<file path="src/source/dma_burst_pkg.sv">
// Burst scheduling constants and types
// Thresholds, timeout and the request state machine encoding

package dma_burst_pkg;

   ////////////////////////////////////////
   // Burst sizing
   ////////////////////////////////////////
   typedef logic [7:0] burst_len_t;          // Burst length as words minus one

   localparam int unsigned BURST_THRESHOLD = 256;     // Words that make a full burst
   localparam burst_len_t  BURST_MAX_LEN   = 8'd255;  // Longest burst, coded

   ////////////////////////////////////////
   // Timeout for partial bursts
   ////////////////////////////////////////
   typedef logic [8:0] timeout_cnt_t;
   localparam int unsigned BURST_TIMEOUT = 64;  // Idle cycles with data before a short burst

   ////////////////////////////////////////
   // Scheduler FSM
   ////////////////////////////////////////
   typedef enum logic [2:0] {
      IDLE,         // Waiting for a trigger
      REQ_FULL,     // Threshold hit, size a full burst
      REQ_PART,     // Timeout hit, size a partial burst
      WAIT_ACCEPT,  // Request up, waiting for the engine
      WAIT_DROP,    // Accepted, waiting for ready to fall
      WAIT_DONE,    // Burst running, waiting for ready to rise
      SETTLE        // Let the level tracker catch up
   } sched_state_t;

endpackage

</file>
<file path="src/source/dram_fifo_geom_pkg.sv">
// DRAM buffer geometry for the stream FIFO
// Address, level and fill types shared by the schedulers and the level tracker

package dram_fifo_geom_pkg;

   ////////////////////////////////////////
   // Buffer layout in DRAM
   ////////////////////////////////////////
   localparam int unsigned BUF_SIZE_LOG2   = 16;  // 64 KB ring buffer
   localparam int unsigned WORD_BYTES_LOG2 = 3;   // 64 bit words
   localparam int unsigned PAGE_BYTES_LOG2 = 12;  // 4 KB page, bursts never cross it

   // Buffer depth in words
   localparam int unsigned BUF_WORDS = 1 << (BUF_SIZE_LOG2 - WORD_BYTES_LOG2);

   // Held back from space, the DRAM controller may reorder reads and writes
   localparam int unsigned SPACE_GUARD = 64;

   ////////////////////////////////////////
   // Types
   ////////////////////////////////////////
   typedef logic [31:0] byte_addr_t;                   // Full byte address
   typedef logic [BUF_SIZE_LOG2-1:0] buf_offset_t;     // Byte offset inside the buffer
   typedef logic [13:0] word_level_t;                  // Words held in the buffer
   typedef logic [15:0] fill_level_t;                  // Occupancy or space of an outer FIFO

   // Start of the buffer in DRAM, must be aligned to the buffer size
   localparam byte_addr_t BUF_BASE = 32'h0000_0000;

endpackage

</file>
<file path="src/source/dma_ctrl_if.sv">
// DMA control request channel between a burst scheduler and the DMA engine
// Ready idles high, drops after acceptance and rises again on burst completion

interface dma_ctrl_if;

   dram_fifo_geom_pkg::byte_addr_t addr;   // Start byte address of the burst
   dma_burst_pkg::burst_len_t      count;  // Words minus one
   logic                           ctrl_valid;
   logic                           ctrl_ready;

   // Scheduler side, owns the request
   modport sched (
      output addr,
      output count,
      output ctrl_valid,
      input  ctrl_ready
   );

   // Engine side, owns ready
   modport engine (
      input  addr,
      input  count,
      input  ctrl_valid,
      output ctrl_ready
   );

endinterface

</file>
<file path="src/source/burst_scheduler.sv">
// Burst scheduler for one direction of the DRAM FIFO
// Starts full bursts on threshold and short ones on timeout, clipped at 4 KB pages

module burst_scheduler (
   input  logic                              dram_clk,
   input  logic                              input_timeout_reset,
   input  logic                              i_clear,
   input  dram_fifo_geom_pkg::fill_level_t   i_fill,        // Words waiting at the source
   input  dram_fifo_geom_pkg::fill_level_t   i_room,        // Space at the destination
   dma_ctrl_if.sched                         ctrl,
   output logic                              o_done,        // One cycle per finished burst
   output dma_burst_pkg::burst_len_t         o_done_count
);

   dma_burst_pkg::sched_state_t   state;
   dma_burst_pkg::timeout_cnt_t   timeout_cnt;
   logic                          timeout_hit;
   logic                          go_full, go_part, start;
   logic [8:0]                    page_left;     // Words to page end, minus one
   dma_burst_pkg::burst_len_t     full_len, part_len;
   dram_fifo_geom_pkg::fill_level_t   fill_m1;
   dram_fifo_geom_pkg::buf_offset_t   burst_bytes;

   ////////////////////////////////////////
   // Trigger decode
   ////////////////////////////////////////
   assign go_full = (i_room >= dram_fifo_geom_pkg::fill_level_t'(dma_burst_pkg::BURST_THRESHOLD))
                 && (i_fill >= dram_fifo_geom_pkg::fill_level_t'(dma_burst_pkg::BURST_THRESHOLD));
   assign go_part = (i_room >= dram_fifo_geom_pkg::fill_level_t'(dma_burst_pkg::BURST_THRESHOLD))
                 && timeout_hit && (i_fill != '0);   // Only with data waiting
   assign start   = (state == dma_burst_pkg::IDLE) && (go_full || go_part);

   // Inverted word index inside the page gives what is left minus one
   assign page_left = ~ctrl.addr[dram_fifo_geom_pkg::PAGE_BYTES_LOG2-1:
                                 dram_fifo_geom_pkg::WORD_BYTES_LOG2];

   // Full burst is capped by the page end and the longest burst
   assign full_len = (page_left < {1'b0, dma_burst_pkg::BURST_MAX_LEN}) ?
                     page_left[7:0] : dma_burst_pkg::BURST_MAX_LEN;

   // Partial burst takes what is there up to the full limit
   assign fill_m1  = i_fill - 1'b1;
   assign part_len = (fill_m1 < dram_fifo_geom_pkg::fill_level_t'(full_len)) ?
                     fill_m1[7:0] : full_len;

   // Bytes moved by the finished burst
   assign burst_bytes = (dram_fifo_geom_pkg::buf_offset_t'(ctrl.count) + 1'b1)
                        << dram_fifo_geom_pkg::WORD_BYTES_LOG2;

   ////////////////////////////////////////
   // Timeout counter
   ////////////////////////////////////////
   always_ff @(posedge dram_clk) begin
      if (input_timeout_reset || i_clear) begin
         timeout_cnt <= '0;
         timeout_hit <= 1'b0;
      end else if (start) begin   // Burst leaving so the wait restarts
         timeout_cnt <= '0;
         timeout_hit <= 1'b0;
      end else if (timeout_cnt ==
                   dma_burst_pkg::timeout_cnt_t'(dma_burst_pkg::BURST_TIMEOUT)) begin
         timeout_hit <= 1'b1;     // Sticky until the burst starts
      end else if (state == dma_burst_pkg::IDLE) begin
         timeout_cnt <= timeout_cnt + (i_fill != '0);
      end
   end

   ////////////////////////////////////////
   // Request FSM
   ////////////////////////////////////////
   always_ff @(posedge dram_clk) begin
      if (input_timeout_reset || i_clear) begin
         state           <= dma_burst_pkg::IDLE;
         ctrl.addr       <= dram_fifo_geom_pkg::BUF_BASE;
         ctrl.ctrl_valid <= 1'b0;
         o_done          <= 1'b0;
      end else begin
         case (state)
            dma_burst_pkg::IDLE: begin
               if (go_full)
                  state <= dma_burst_pkg::REQ_FULL;
               else if (go_part)
                  state <= dma_burst_pkg::REQ_PART;
            end
            dma_burst_pkg::REQ_FULL: begin
               ctrl.count      <= full_len;
               ctrl.ctrl_valid <= 1'b1;
               state           <= dma_burst_pkg::WAIT_ACCEPT;
            end
            dma_burst_pkg::REQ_PART: begin
               ctrl.count      <= part_len;
               ctrl.ctrl_valid <= 1'b1;
               state           <= dma_burst_pkg::WAIT_ACCEPT;
            end
            dma_burst_pkg::WAIT_ACCEPT: begin
               if (ctrl.ctrl_ready) begin   // Valid and ready both high
                  ctrl.ctrl_valid <= 1'b0;
                  state           <= dma_burst_pkg::WAIT_DROP;
               end
            end
            dma_burst_pkg::WAIT_DROP: begin
               if (!ctrl.ctrl_ready)
                  state <= dma_burst_pkg::WAIT_DONE;   // Engine busy with our burst
            end
            dma_burst_pkg::WAIT_DONE: begin
               if (ctrl.ctrl_ready) begin   // Burst committed
                  // Offset wraps inside the buffer while upper bits stay at base
                  ctrl.addr[dram_fifo_geom_pkg::BUF_SIZE_LOG2-1:0] <=
                     ctrl.addr[dram_fifo_geom_pkg::BUF_SIZE_LOG2-1:0] + burst_bytes;
                  o_done <= 1'b1;
                  state  <= dma_burst_pkg::SETTLE;
               end
            end
            dma_burst_pkg::SETTLE: begin
               o_done <= 1'b0;
               state  <= dma_burst_pkg::IDLE;   // Level is fresh by now
            end
            default: state <= dma_burst_pkg::IDLE;
         endcase
      end
   end

   assign o_done_count = ctrl.count;   // Held until the next request

   ////////////////////////////////////////
   // Checks
   ////////////////////////////////////////
   // Request drops only after the engine has taken it
   a_valid_held: assert property (@(posedge dram_clk)
      disable iff (input_timeout_reset || i_clear)
      $fell(ctrl.ctrl_valid) && !$past(input_timeout_reset || i_clear)
         |-> $past(ctrl.ctrl_ready));

   // Last byte of a requested burst stays inside the start page
   a_page_clip: assert property (@(posedge dram_clk)
      disable iff (input_timeout_reset || i_clear)
      ctrl.ctrl_valid |->
         (13'(ctrl.addr[dram_fifo_geom_pkg::PAGE_BYTES_LOG2-1:0])
          + (13'(ctrl.count) << dram_fifo_geom_pkg::WORD_BYTES_LOG2) + 13'd7)
         < 13'(1 << dram_fifo_geom_pkg::PAGE_BYTES_LOG2));

   a_done_pulse: assert property (@(posedge dram_clk)
      disable iff (input_timeout_reset || i_clear)
      o_done |=> !o_done);

endmodule

</file>
<file path="src/source/dram_fifo_ctrl.sv">
// DRAM FIFO burst controller top level
// Write and read schedulers sharing one buffer level tracker

module dram_fifo_ctrl (
   input  logic                              dram_clk,
   input  logic                              input_timeout_reset,
   input  logic                              i_clear,
   input  dram_fifo_geom_pkg::fill_level_t   i_input_occupied,   // Staging FIFO fill
   input  dram_fifo_geom_pkg::fill_level_t   i_output_space,     // Output FIFO room
   // Write DMA control
   output dram_fifo_geom_pkg::byte_addr_t    o_write_addr,
   output dma_burst_pkg::burst_len_t         o_write_count,
   output logic                              o_write_ctrl_valid,
   input  logic                              i_write_ctrl_ready,
   // Read DMA control
   output dram_fifo_geom_pkg::byte_addr_t    o_read_addr,
   output dma_burst_pkg::burst_len_t         o_read_count,
   output logic                              o_read_ctrl_valid,
   input  logic                              i_read_ctrl_ready,
   output dram_fifo_geom_pkg::word_level_t   o_occupied
);

   dma_ctrl_if wr_ctrl ();
   dma_ctrl_if rd_ctrl ();

   logic                              wr_done, rd_done;
   dma_burst_pkg::burst_len_t         wr_done_count, rd_done_count;
   dram_fifo_geom_pkg::word_level_t   level_occupied, level_space;

   ////////////////////////////////////////
   // Engine side to plain ports
   ////////////////////////////////////////
   assign o_write_addr       = wr_ctrl.addr;
   assign o_write_count      = wr_ctrl.count;
   assign o_write_ctrl_valid = wr_ctrl.ctrl_valid;
   assign wr_ctrl.ctrl_ready = i_write_ctrl_ready;

   assign o_read_addr        = rd_ctrl.addr;
   assign o_read_count       = rd_ctrl.count;
   assign o_read_ctrl_valid  = rd_ctrl.ctrl_valid;
   assign rd_ctrl.ctrl_ready = i_read_ctrl_ready;

   assign o_occupied = level_occupied;

   // Writes drain the staging FIFO into free DRAM space
   burst_scheduler u_write_sched (
      .dram_clk            (dram_clk),
      .input_timeout_reset (input_timeout_reset),
      .i_clear             (i_clear),
      .i_fill              (i_input_occupied),
      .i_room              (dram_fifo_geom_pkg::fill_level_t'(level_space)),
      .ctrl                (wr_ctrl),
      .o_done              (wr_done),
      .o_done_count        (wr_done_count)
   );

   // Reads move DRAM contents into the output FIFO
   burst_scheduler u_read_sched (
      .dram_clk            (dram_clk),
      .input_timeout_reset (input_timeout_reset),
      .i_clear             (i_clear),
      .i_fill              (dram_fifo_geom_pkg::fill_level_t'(level_occupied)),
      .i_room              (i_output_space),
      .ctrl                (rd_ctrl),
      .o_done              (rd_done),
      .o_done_count        (rd_done_count)
   );

   fifo_level_tracker u_level (
      .dram_clk            (dram_clk),
      .input_timeout_reset (input_timeout_reset),
      .i_clear             (i_clear),
      .i_wr_done           (wr_done),
      .i_wr_count          (wr_done_count),
      .i_rd_done           (rd_done),
      .i_rd_count          (rd_done_count),
      .o_occupied          (level_occupied),
      .o_space             (level_space)
   );

endmodule

</file>
<file path="src/source/fifo_level_tracker.sv">
// Level tracker for the DRAM buffer
// Counts words held and words still free from completed bursts

module fifo_level_tracker (
   input  logic                              dram_clk,
   input  logic                              input_timeout_reset,
   input  logic                              i_clear,
   input  logic                              i_wr_done,
   input  dma_burst_pkg::burst_len_t         i_wr_count,
   input  logic                              i_rd_done,
   input  dma_burst_pkg::burst_len_t         i_rd_count,
   output dram_fifo_geom_pkg::word_level_t   o_occupied,
   output dram_fifo_geom_pkg::word_level_t   o_space
);

   dram_fifo_geom_pkg::word_level_t   wr_words, rd_words;

   // Words per finished burst, zero when no burst finished
   assign wr_words = i_wr_done ? dram_fifo_geom_pkg::word_level_t'(i_wr_count) + 1'b1 : '0;
   assign rd_words = i_rd_done ? dram_fifo_geom_pkg::word_level_t'(i_rd_count) + 1'b1 : '0;

   ////////////////////////////////////////
   // Accumulators
   ////////////////////////////////////////
   always_ff @(posedge dram_clk) begin
      if (input_timeout_reset || i_clear) begin
         o_occupied <= '0;
         o_space    <= dram_fifo_geom_pkg::word_level_t'(dram_fifo_geom_pkg::BUF_WORDS
                                                         - dram_fifo_geom_pkg::SPACE_GUARD);
      end else begin
         o_occupied <= o_occupied + wr_words - rd_words;   // Writes fill, reads drain
         o_space    <= o_space - wr_words + rd_words;      // Mirror of occupied
      end
   end

   // Both counters move together, their sum never drifts
   a_level_sum: assert property (@(posedge dram_clk)
      disable iff (input_timeout_reset || i_clear)
      (15'(o_occupied) + 15'(o_space)) ==
      15'(dram_fifo_geom_pkg::BUF_WORDS - dram_fifo_geom_pkg::SPACE_GUARD));

endmodule

</file>
<file path="config.mk">
export PLATFORM = sky130hd
export DESIGN_NAME = dram_fifo_ctrl
export DESIGN_NICKNAME = d
export VERILOG_FILES = /design/src/source/dma_burst_pkg.sv /design/src/source/dram_fifo_geom_pkg.sv /design/src/source/dma_ctrl_if.sv /design/src/source/burst_scheduler.sv /design/src/source/dram_fifo_ctrl.sv /design/src/source/fifo_level_tracker.sv
export SDC_FILE = /design/constraint.sdc
export NUM_CORES = 1
export LEC_CHECK = 0
export ABC_AREA = 0
export BUFFER_PORTS_ARGS = -buffer_cell sky130_fd_sc_hd__buf_4
export CAP_MARGIN = 40
export CORE_UTILIZATION = 40
export CTS_CLUSTER_DIAMETER = 150
export DETAILED_ROUTE_END_ITERATION = 6
export RECOVER_POWER = 50
export REMOVE_ABC_BUFFERS = 1
export SETUP_SLACK_MARGIN = 0.02
export SYNTH_ARGS = -nofsm -noshare
export SYNTH_HDL_FRONTEND = slang
export SYNTH_SLANG_ARGS = --single-unit
</file>
<file path="constraint.sdc">
create_clock -name dram_clk -period 3.95 [get_ports dram_clk]
set_input_delay 0.395 -clock dram_clk [delete_from_list [all_inputs] [get_ports dram_clk]]
set_output_delay 0.395 -clock dram_clk [all_outputs]
set_load 0.02 [all_outputs]
</file>
==> results of run 1 <==
-- flip-flops by register name, indices dropped and copies added, names as in the netlist --
signal	cells
u_read_sched.state	3
u_write_sched.ctrl.count	8
u_read_sched.ctrl.count	8
u_read_sched.timeout_cnt	9
u_write_sched.o_done	1
u_read_sched.ctrl.addr	13
u_write_sched.ctrl.ctrl_valid	1
u_write_sched.ctrl.addr	13
u_write_sched.timeout_hit	1
u_level.o_space	14
u_read_sched.timeout_hit	1
u_read_sched.ctrl.ctrl_valid	1
u_level.o_occupied	14
u_read_sched.o_done	1
u_write_sched.state	3
u_write_sched.timeout_cnt	9
-- cell type report --
type	count	area [µm²]	share of cell area (%)
Sequential cell	100	2160	24.5
Timing Repair Buffer	99	504	5.72
Multi-Input combinational cell	744	5260	59.6
Clock buffer	9	225	2.55
Tap cell	265	332	3.76
Clock inverter	7	65.1	0.738
Inverter	72	270	3.07
-- power by group --
part           switching (mW)  internal (mW)  total [mW]
Sequential             0.0108           1.04        1.05
Clock                   0.449          0.445       0.894
Combinational           0.125         0.0656       0.191
-- worst min-delay path by stage --
stage / end / slack [ps] / cells after the start
5_1_grt: u_read_sched.state[0] / 300 / 2
4_1_cts: u_read_sched.state[0] / 270 / 2
6_report: u_read_sched.state[0] / 290 / 2
2_1_floorplan: u_read_sched.timeout_hit / 430 / 2
3_5_place_dp: u_write_sched.timeout_hit / 450 / 2
3_3_place_gp: u_write_sched.timeout_hit / 450 / 2
-- cell usage in the layout, fill, tap and decap left out, drive strengths merged, types with 8 or more instances in the layout --
| cell | count |
|---|---|
| a21o | 12 |
| a21oi | 68 |
| a31oi | 13 |
| and2 | 21 |
| and3 | 16 |
| buf | 35 |
| clkbuf | 73 |
| conb | 38 |
| dfxtp | 84 |
| edfxtp | 16 |
| fa | 20 |
| ha | 79 |
| inv | 77 |
| mux2 | 8 |
| nand2 | 84 |
| nand3 | 28 |
| nand4 | 19 |
| nor2 | 68 |
| nor2b | 8 |
| nor3 | 21 |
| nor4 | 20 |
| o211ai | 9 |
| o21a | 12 |
| o21ai | 37 |
| or3 | 10 |
| or4 | 10 |
| xnor2 | 27 |
| xor2 | 34 |
-- cell families (layout without fill, tap and decap cells) --
| kind of cell | Yosys count | count (layout) | share of synthesized area [%] |
|---|---|---|---|
| AND/OR/NAND/NOR | 335 | 335 | 22.5 |
| AO/OA/AOI/OAI | 196 | 196 | 15.6 |
| buffers and inverters | 135 | 187 | 8.36 |
| flip-flops | 100 | 100 | 27.2 |
| adder cells (fa/ha/maj) | 99 | 99 | 17.5 |
| XOR/XNOR | 61 | 61 | 6.72 |
| multiplexers | 15 | 15 | 2.06 |
| other | 1 | 38 | 0.0472 |
-- worst register-to-register path, stage by stage, from the launching register on --
cell and delay [ps]:
edfxtp_1 400, ha_1 200, nand3_1 120, nor2_1 180, xor2_1 310, nand2_1 190
fa_1 470, ha_1 350, a211oi_1 300, o21ai_0 210, a31oi_1 300, mux2i_1 110
or2_2 290
-- layer usage --
layer,up-vias,share of wire (%)
li1,3420,-
met4,0,1.6
met2,113,47
met1,3002,48
met5,-,0
met3,19,3.8
-- per-stage QoR --
step           cell area [µm²]  instances  worst slack, ps  hold WS [ps]  util (%)
3_3_place_gp              8750       1278              448           448      45.0
5_1_grt                   8820       1296              111           300      45.3
2_1_floorplan             7690        916              559           428         -
3_5_place_dp              8760       1280              436           454      45.0
4_1_cts                   9050       1296              406           274      46.5
6_report                  8820       1296              416           291      45.3
==> run_results.csv, run 1 <==
group,metric,value,unit
worst_setup_path,crit_slowest_cell,"fa_1",
global_route,grt_pass1_wl,29900,µm
worst_setup_path,start_kind,"flip-flop",
yosys,ys_ff_latch,100,
worst_setup_path,crit_cells,12,
yosys,syn-cell-area,7950,µm²
job,maxCapViolCount,0,
yosys,synth.area.top_cells,"dfxtp_1 21%, ha_1 12%, edfxtp_1 6.0%, fa_1 5.0%, a21oi_1 4.2%",
global_route,grt_usage,18.5,%
clock_tree,clkSlewWorstSetupHoldPaths,80,ps
timing,slew_violations,0,
worst_setup_path,crit_path_end_kind,"flip-flop",
clock_tree,cts_made_buffers,9,
clock_tree,cts_root_buf,"clkbuf_16",
min_path,hold_class,"in2reg",
clock_tree,clock_latency,360,ps
yosys,synth.distinct_cells,67,
detailed_routing,ant_nets,0,
placed_design,dp_hpwl,14200,µm
floorplanning,die_w,143,µm
floorplanning,ioPinCount,133,
timing,slew_headroom,6.03,%
timing,skew,8.41,ps
timing,rsz0062_at_grt,"false",
global_route,gr-total-overflow,0,
worst_setup_path,cp_slowest_stage_delay,460,ps
yosys,ys_seq_area_share,27.2,%
global_route,grt_pass1_vias,6237,
worst_setup_path,arrival,3780,ps
power,peakVddDrop,0.196,mV
global_route,grt-busiest-layer,"met2",
global_route,grt_max_degree,24,
clock_tree,clock_sinks,100,
finish,antenna_cells,0,
worst_setup_path,path_class,"reg2reg",
yosys,async_flop_share,0,%
floorplanning,start_util,40.8,%
detailed_routing,vias,6554,
finish,fillers,2036,
floorplanning,core,19500,µm²
timing,hold_violations,0,
worst_setup_path,critical_path_peak_fanout,4,
worst_setup_path,regToRegEndpoint,"u_level.o_occupied[13]",
worst_setup_path,rr_worst_depth,12,
worst_setup_path,r2r_setup_slack,420,ps
power,p_total,2.13,mW
min_path,hp-start,"i_read_ctrl_ready",
timing,finalSetupTns,0,ps
floorplanning,die_h,143,µm
timing,setup-violations-final,0,
worst_setup_path,critical-path-top-delay-family,"adder cells",
clock_tree,tritoncts,"yes",
detailed_routing,first_pass_iters,5,
placed_design,portBuffers,86,
clock_tree,post_cts_buffers,0,
yosys,syn_inst,942,
timing,worst_pin_slew,1410,ps
timing,period_share,89.5,%
placed_design,globalplace.congestion,0.866,
global_route,grt_util_met3,2.98,%
floorplanning,rows,51,
detailed_routing,drt_iter0_drc,224,
worst_setup_path,required,4200,ps
global_route,antenna_found_initial,0,
worst_setup_path,crit_buf_inv,0,
clock_tree,ctsHoldBuffers,0,
yosys,yosys.area.top_type_share,21.2,%
yosys,yosys-top-cells-count,"84 x dfxtp_1, 84 x nand2_1, 79 x ha_1, 72 x inv_1",
clock_tree,h-tree-depth,3,
worst_setup_path,critical_path.endpoint,"u_level.o_occupied[13]",
power,power_density,242,nW/µm²
worst_setup_path,worst_path_most_repeated_cell,"ha_1",
yosys,yosys_warnings,0,
worst_setup_path,r2r_start,"u_read_sched.ctrl.count[1]",
clock_tree,cts_resized,0,
clock_tree,cts_max_path_buffers,2,
yosys,synth_edf_count,16,
worst_setup_path,path_cells,"ha_1 -> nand3_1 -> nor2_1 -> xor2_1 -> nand2_1 -> fa_1 -> ha_1 -> a211oi_1 -> o21ai_0 -> a31oi_1 -> mux2i_1 -> or2_2",
detailed_routing,wl_per_cell,13.8,µm
yosys,synth_flop_cell,"dfxtp_1",
yosys,yosysTopAreaCell,"dfxtp_1",
global_route,use_met2,31.4,%
detailed_routing,wirelength,17900,µm
detailed_routing,vias_per_cell,5.06,
worst_setup_path,critPathLaunch,"u_read_sched.ctrl.count[1]",
outcome,status,"completed",
finish,drive_above_1_share,7.76,%
finish,area_growth,11.0,%
timing,layout_min_cycle_time,3530,ps
finish,nets,1162,
timing,max_clock_freq,283,MHz
detailed_routing,drcViolationCount,0,
power,leakagePower,3.70,nW
yosys,syn_area_per_cell,8.44,µm²
floorplanning,die_area,20400,µm²
global_route,grt.met1_usage,24.1,%
Note: power is estimated with default switching activity, not from simulation.
==> run 2, diff against run 1 <==
clock period = 3.6 ns   (was 3.95 ns; I/O delays follow)
==> run_results.csv, run 2 (synthesis gave the netlist of run 1 again) <==
group,metric,value,unit
timing,layout_min_cycle_time,3380,ps
worst_setup_path,required,3710,ps
floorplanning,start_util,40.8,%
worst_setup_path,start_kind,"flip-flop",
floorplanning,ioPinCount,133,
global_route,grt_pass1_wl,29600,µm
timing,hold_violations,0,
finish,top_regs,"u_level.o_occupied x14, u_level.o_space x14",
placed_design,portBuffers,86,
floorplanning,die_area,20400,µm²
placed_design,pre_cts_slack,129,ps
global_route,antenna_found_initial,0,
job,maxCapViolCount,0,
global_route,grt_max_degree,34,
timing,finalSetupTns,0,ps
outcome,status,"completed",
worst_setup_path,critPathLaunch,"u_level.o_occupied[0]",
finish,fillers,1974,
timing,slew_headroom,44.0,%
worst_setup_path,path_cells,"or4_4 -> nor4_1 -> xor2_1 -> ha_1 -> nor4b_1 -> o211ai_1 -> a2111oi_2 -> nand4_4 -> mux2_2",
timing,period_share,93.9,%
floorplanning,die_h,143,µm
power,peakVddDrop,0.214,mV
finish,nets,1167,
detailed_routing,wirelength,18100,µm
clock_tree,clkSlewWorstSetupHoldPaths,80,ps
min_path,hold_class,"in2reg",
worst_setup_path,critical-path-top-delay-family,"simple AND/OR/NAND/NOR gates",
timing,fin_ws,220,ps
floorplanning,rows,51,
timing,worst_pin_slew,841,ps
clock_tree,tritoncts,"yes",
clock_tree,ctsHoldBuffers,0,
worst_setup_path,critical_path_peak_fanout,8,
worst_setup_path,crit_slowest_cell,"or4_4",
worst_setup_path,path_class,"reg2reg",
detailed_routing,first_pass_iters,4,
min_path,hp-start,"i_read_ctrl_ready",
timing,slew_violations,0,
worst_setup_path,arrival,3490,ps
placed_design,dp_hpwl,14200,µm
finish,antenna_cells,0,
clock_tree,h-tree-depth,3,
finish,final_cell_mix,"84 x nand2_1, 84 x dfxtp_1, 78 x ha_1",
clock_tree,clock_sinks,100,
power,leakagePower,3.76,nW
global_route,gr-total-overflow,0,
detailed_routing,drcViolationCount,0,
finish,drive_above_1_share,9.56,%
timing,rsz0062_at_grt,"false",
detailed_routing,vias,6650,
placed_design,globalplace.congestion,0.860,
finish,area_growth,12.5,%
clock_tree,cts_root_buf,"clkbuf_16",
worst_setup_path,crit_buf_inv,0,
clock_tree,clock_latency,360,ps
power,power_density,267,nW/µm²
floorplanning,die_w,143,µm
timing,max_clock_freq,296,MHz
detailed_routing,wl_per_cell,13.9,µm
floorplanning,core,19500,µm²
detailed_routing,ant_nets,0,
clock_tree,cts_made_buffers,9,
timing,skew,6.51,ps
finish,finalCoreUtilization,45.9,%
timing,setup-violations-final,0,
worst_setup_path,crit_path_end_kind,"flip-flop",
worst_setup_path,cp_slowest_stage_delay,590,ps
clock_tree,cts_max_path_buffers,2,
worst_setup_path,r2r_start,"u_level.o_occupied[0]",
global_route,grt_pass1_vias,6158,
detailed_routing,vias_per_cell,5.11,
global_route,grt_usage,18.2,%
detailed_routing,drt_iter0_drc,241,
[run 2: final timing paths]
kind,end,slack [ps],depth (start not counted)
hold / removal,u_read_sched.state[0],250,2
hold reg to reg,u_write_sched.timeout_hit,460,2
setup reg to reg,u_read_sched.ctrl.count[5],220,9
setup / recovery,u_read_sched.ctrl.count[5],220,9
[run 2: cell type report]
cell class / instances / area, µm² / share of cell area [%]
clock buffer: 9 / 225 / 2.52
clock inverter: 7 / 82.6 / 0.924
inverter: 72 / 270 / 3.02
multi-input combinational: 744 / 5310 / 59.4
sequential: 100 / 2160 / 24.2
tap: 265 / 332 / 3.71
timing repair buffer: 104 / 556 / 6.21
[run 2: repair_timing]
action / 4_1_cts / 5_1_grt
buffers inserted: 0 / 1
gates resized for setup: 0 / 15
endpoints found under the setup margin: 0 / 15
[run 2: per-stage QoR]
| stage | hold WS (ps) | cells | area [µm²] | power, mW |
|---|---|---|---|---|
| floorplan | 428 | 916 | 7690 | 1.32 |
| global placement | 449 | 1282 | 8780 | 1.39 |
| detailed placement | 452 | 1284 | 8790 | 1.39 |
| CTS | 236 | 1300 | 9100 | 2.42 |
| global route | 249 | 1301 | 8940 | 2.48 |
| finish | 248 | 1301 | 8940 | 2.39 |
[run 2: metal layers]
| metal | up-vias | track usage [%] | share of wire (%) |
|---|---|---|---|
| met5 | - | 0 | 0 |
| met2 | 133 | 31.0 | 47 |
| li1 | 3430 | - | - |
| met3 | 24 | 2.88 | 3.9 |
| met4 | 0 | 4.92 | 1.5 |
| met1 | 3063 | 23.7 | 48 |
[run 2: power breakdown]
part / switching (mW) / internal, mW
Clock: 0.470 / 0.551
Combinational: 0.139 / 0.0753
Sequential: 0.0115 / 1.14
Total: 0.621 / 1.76
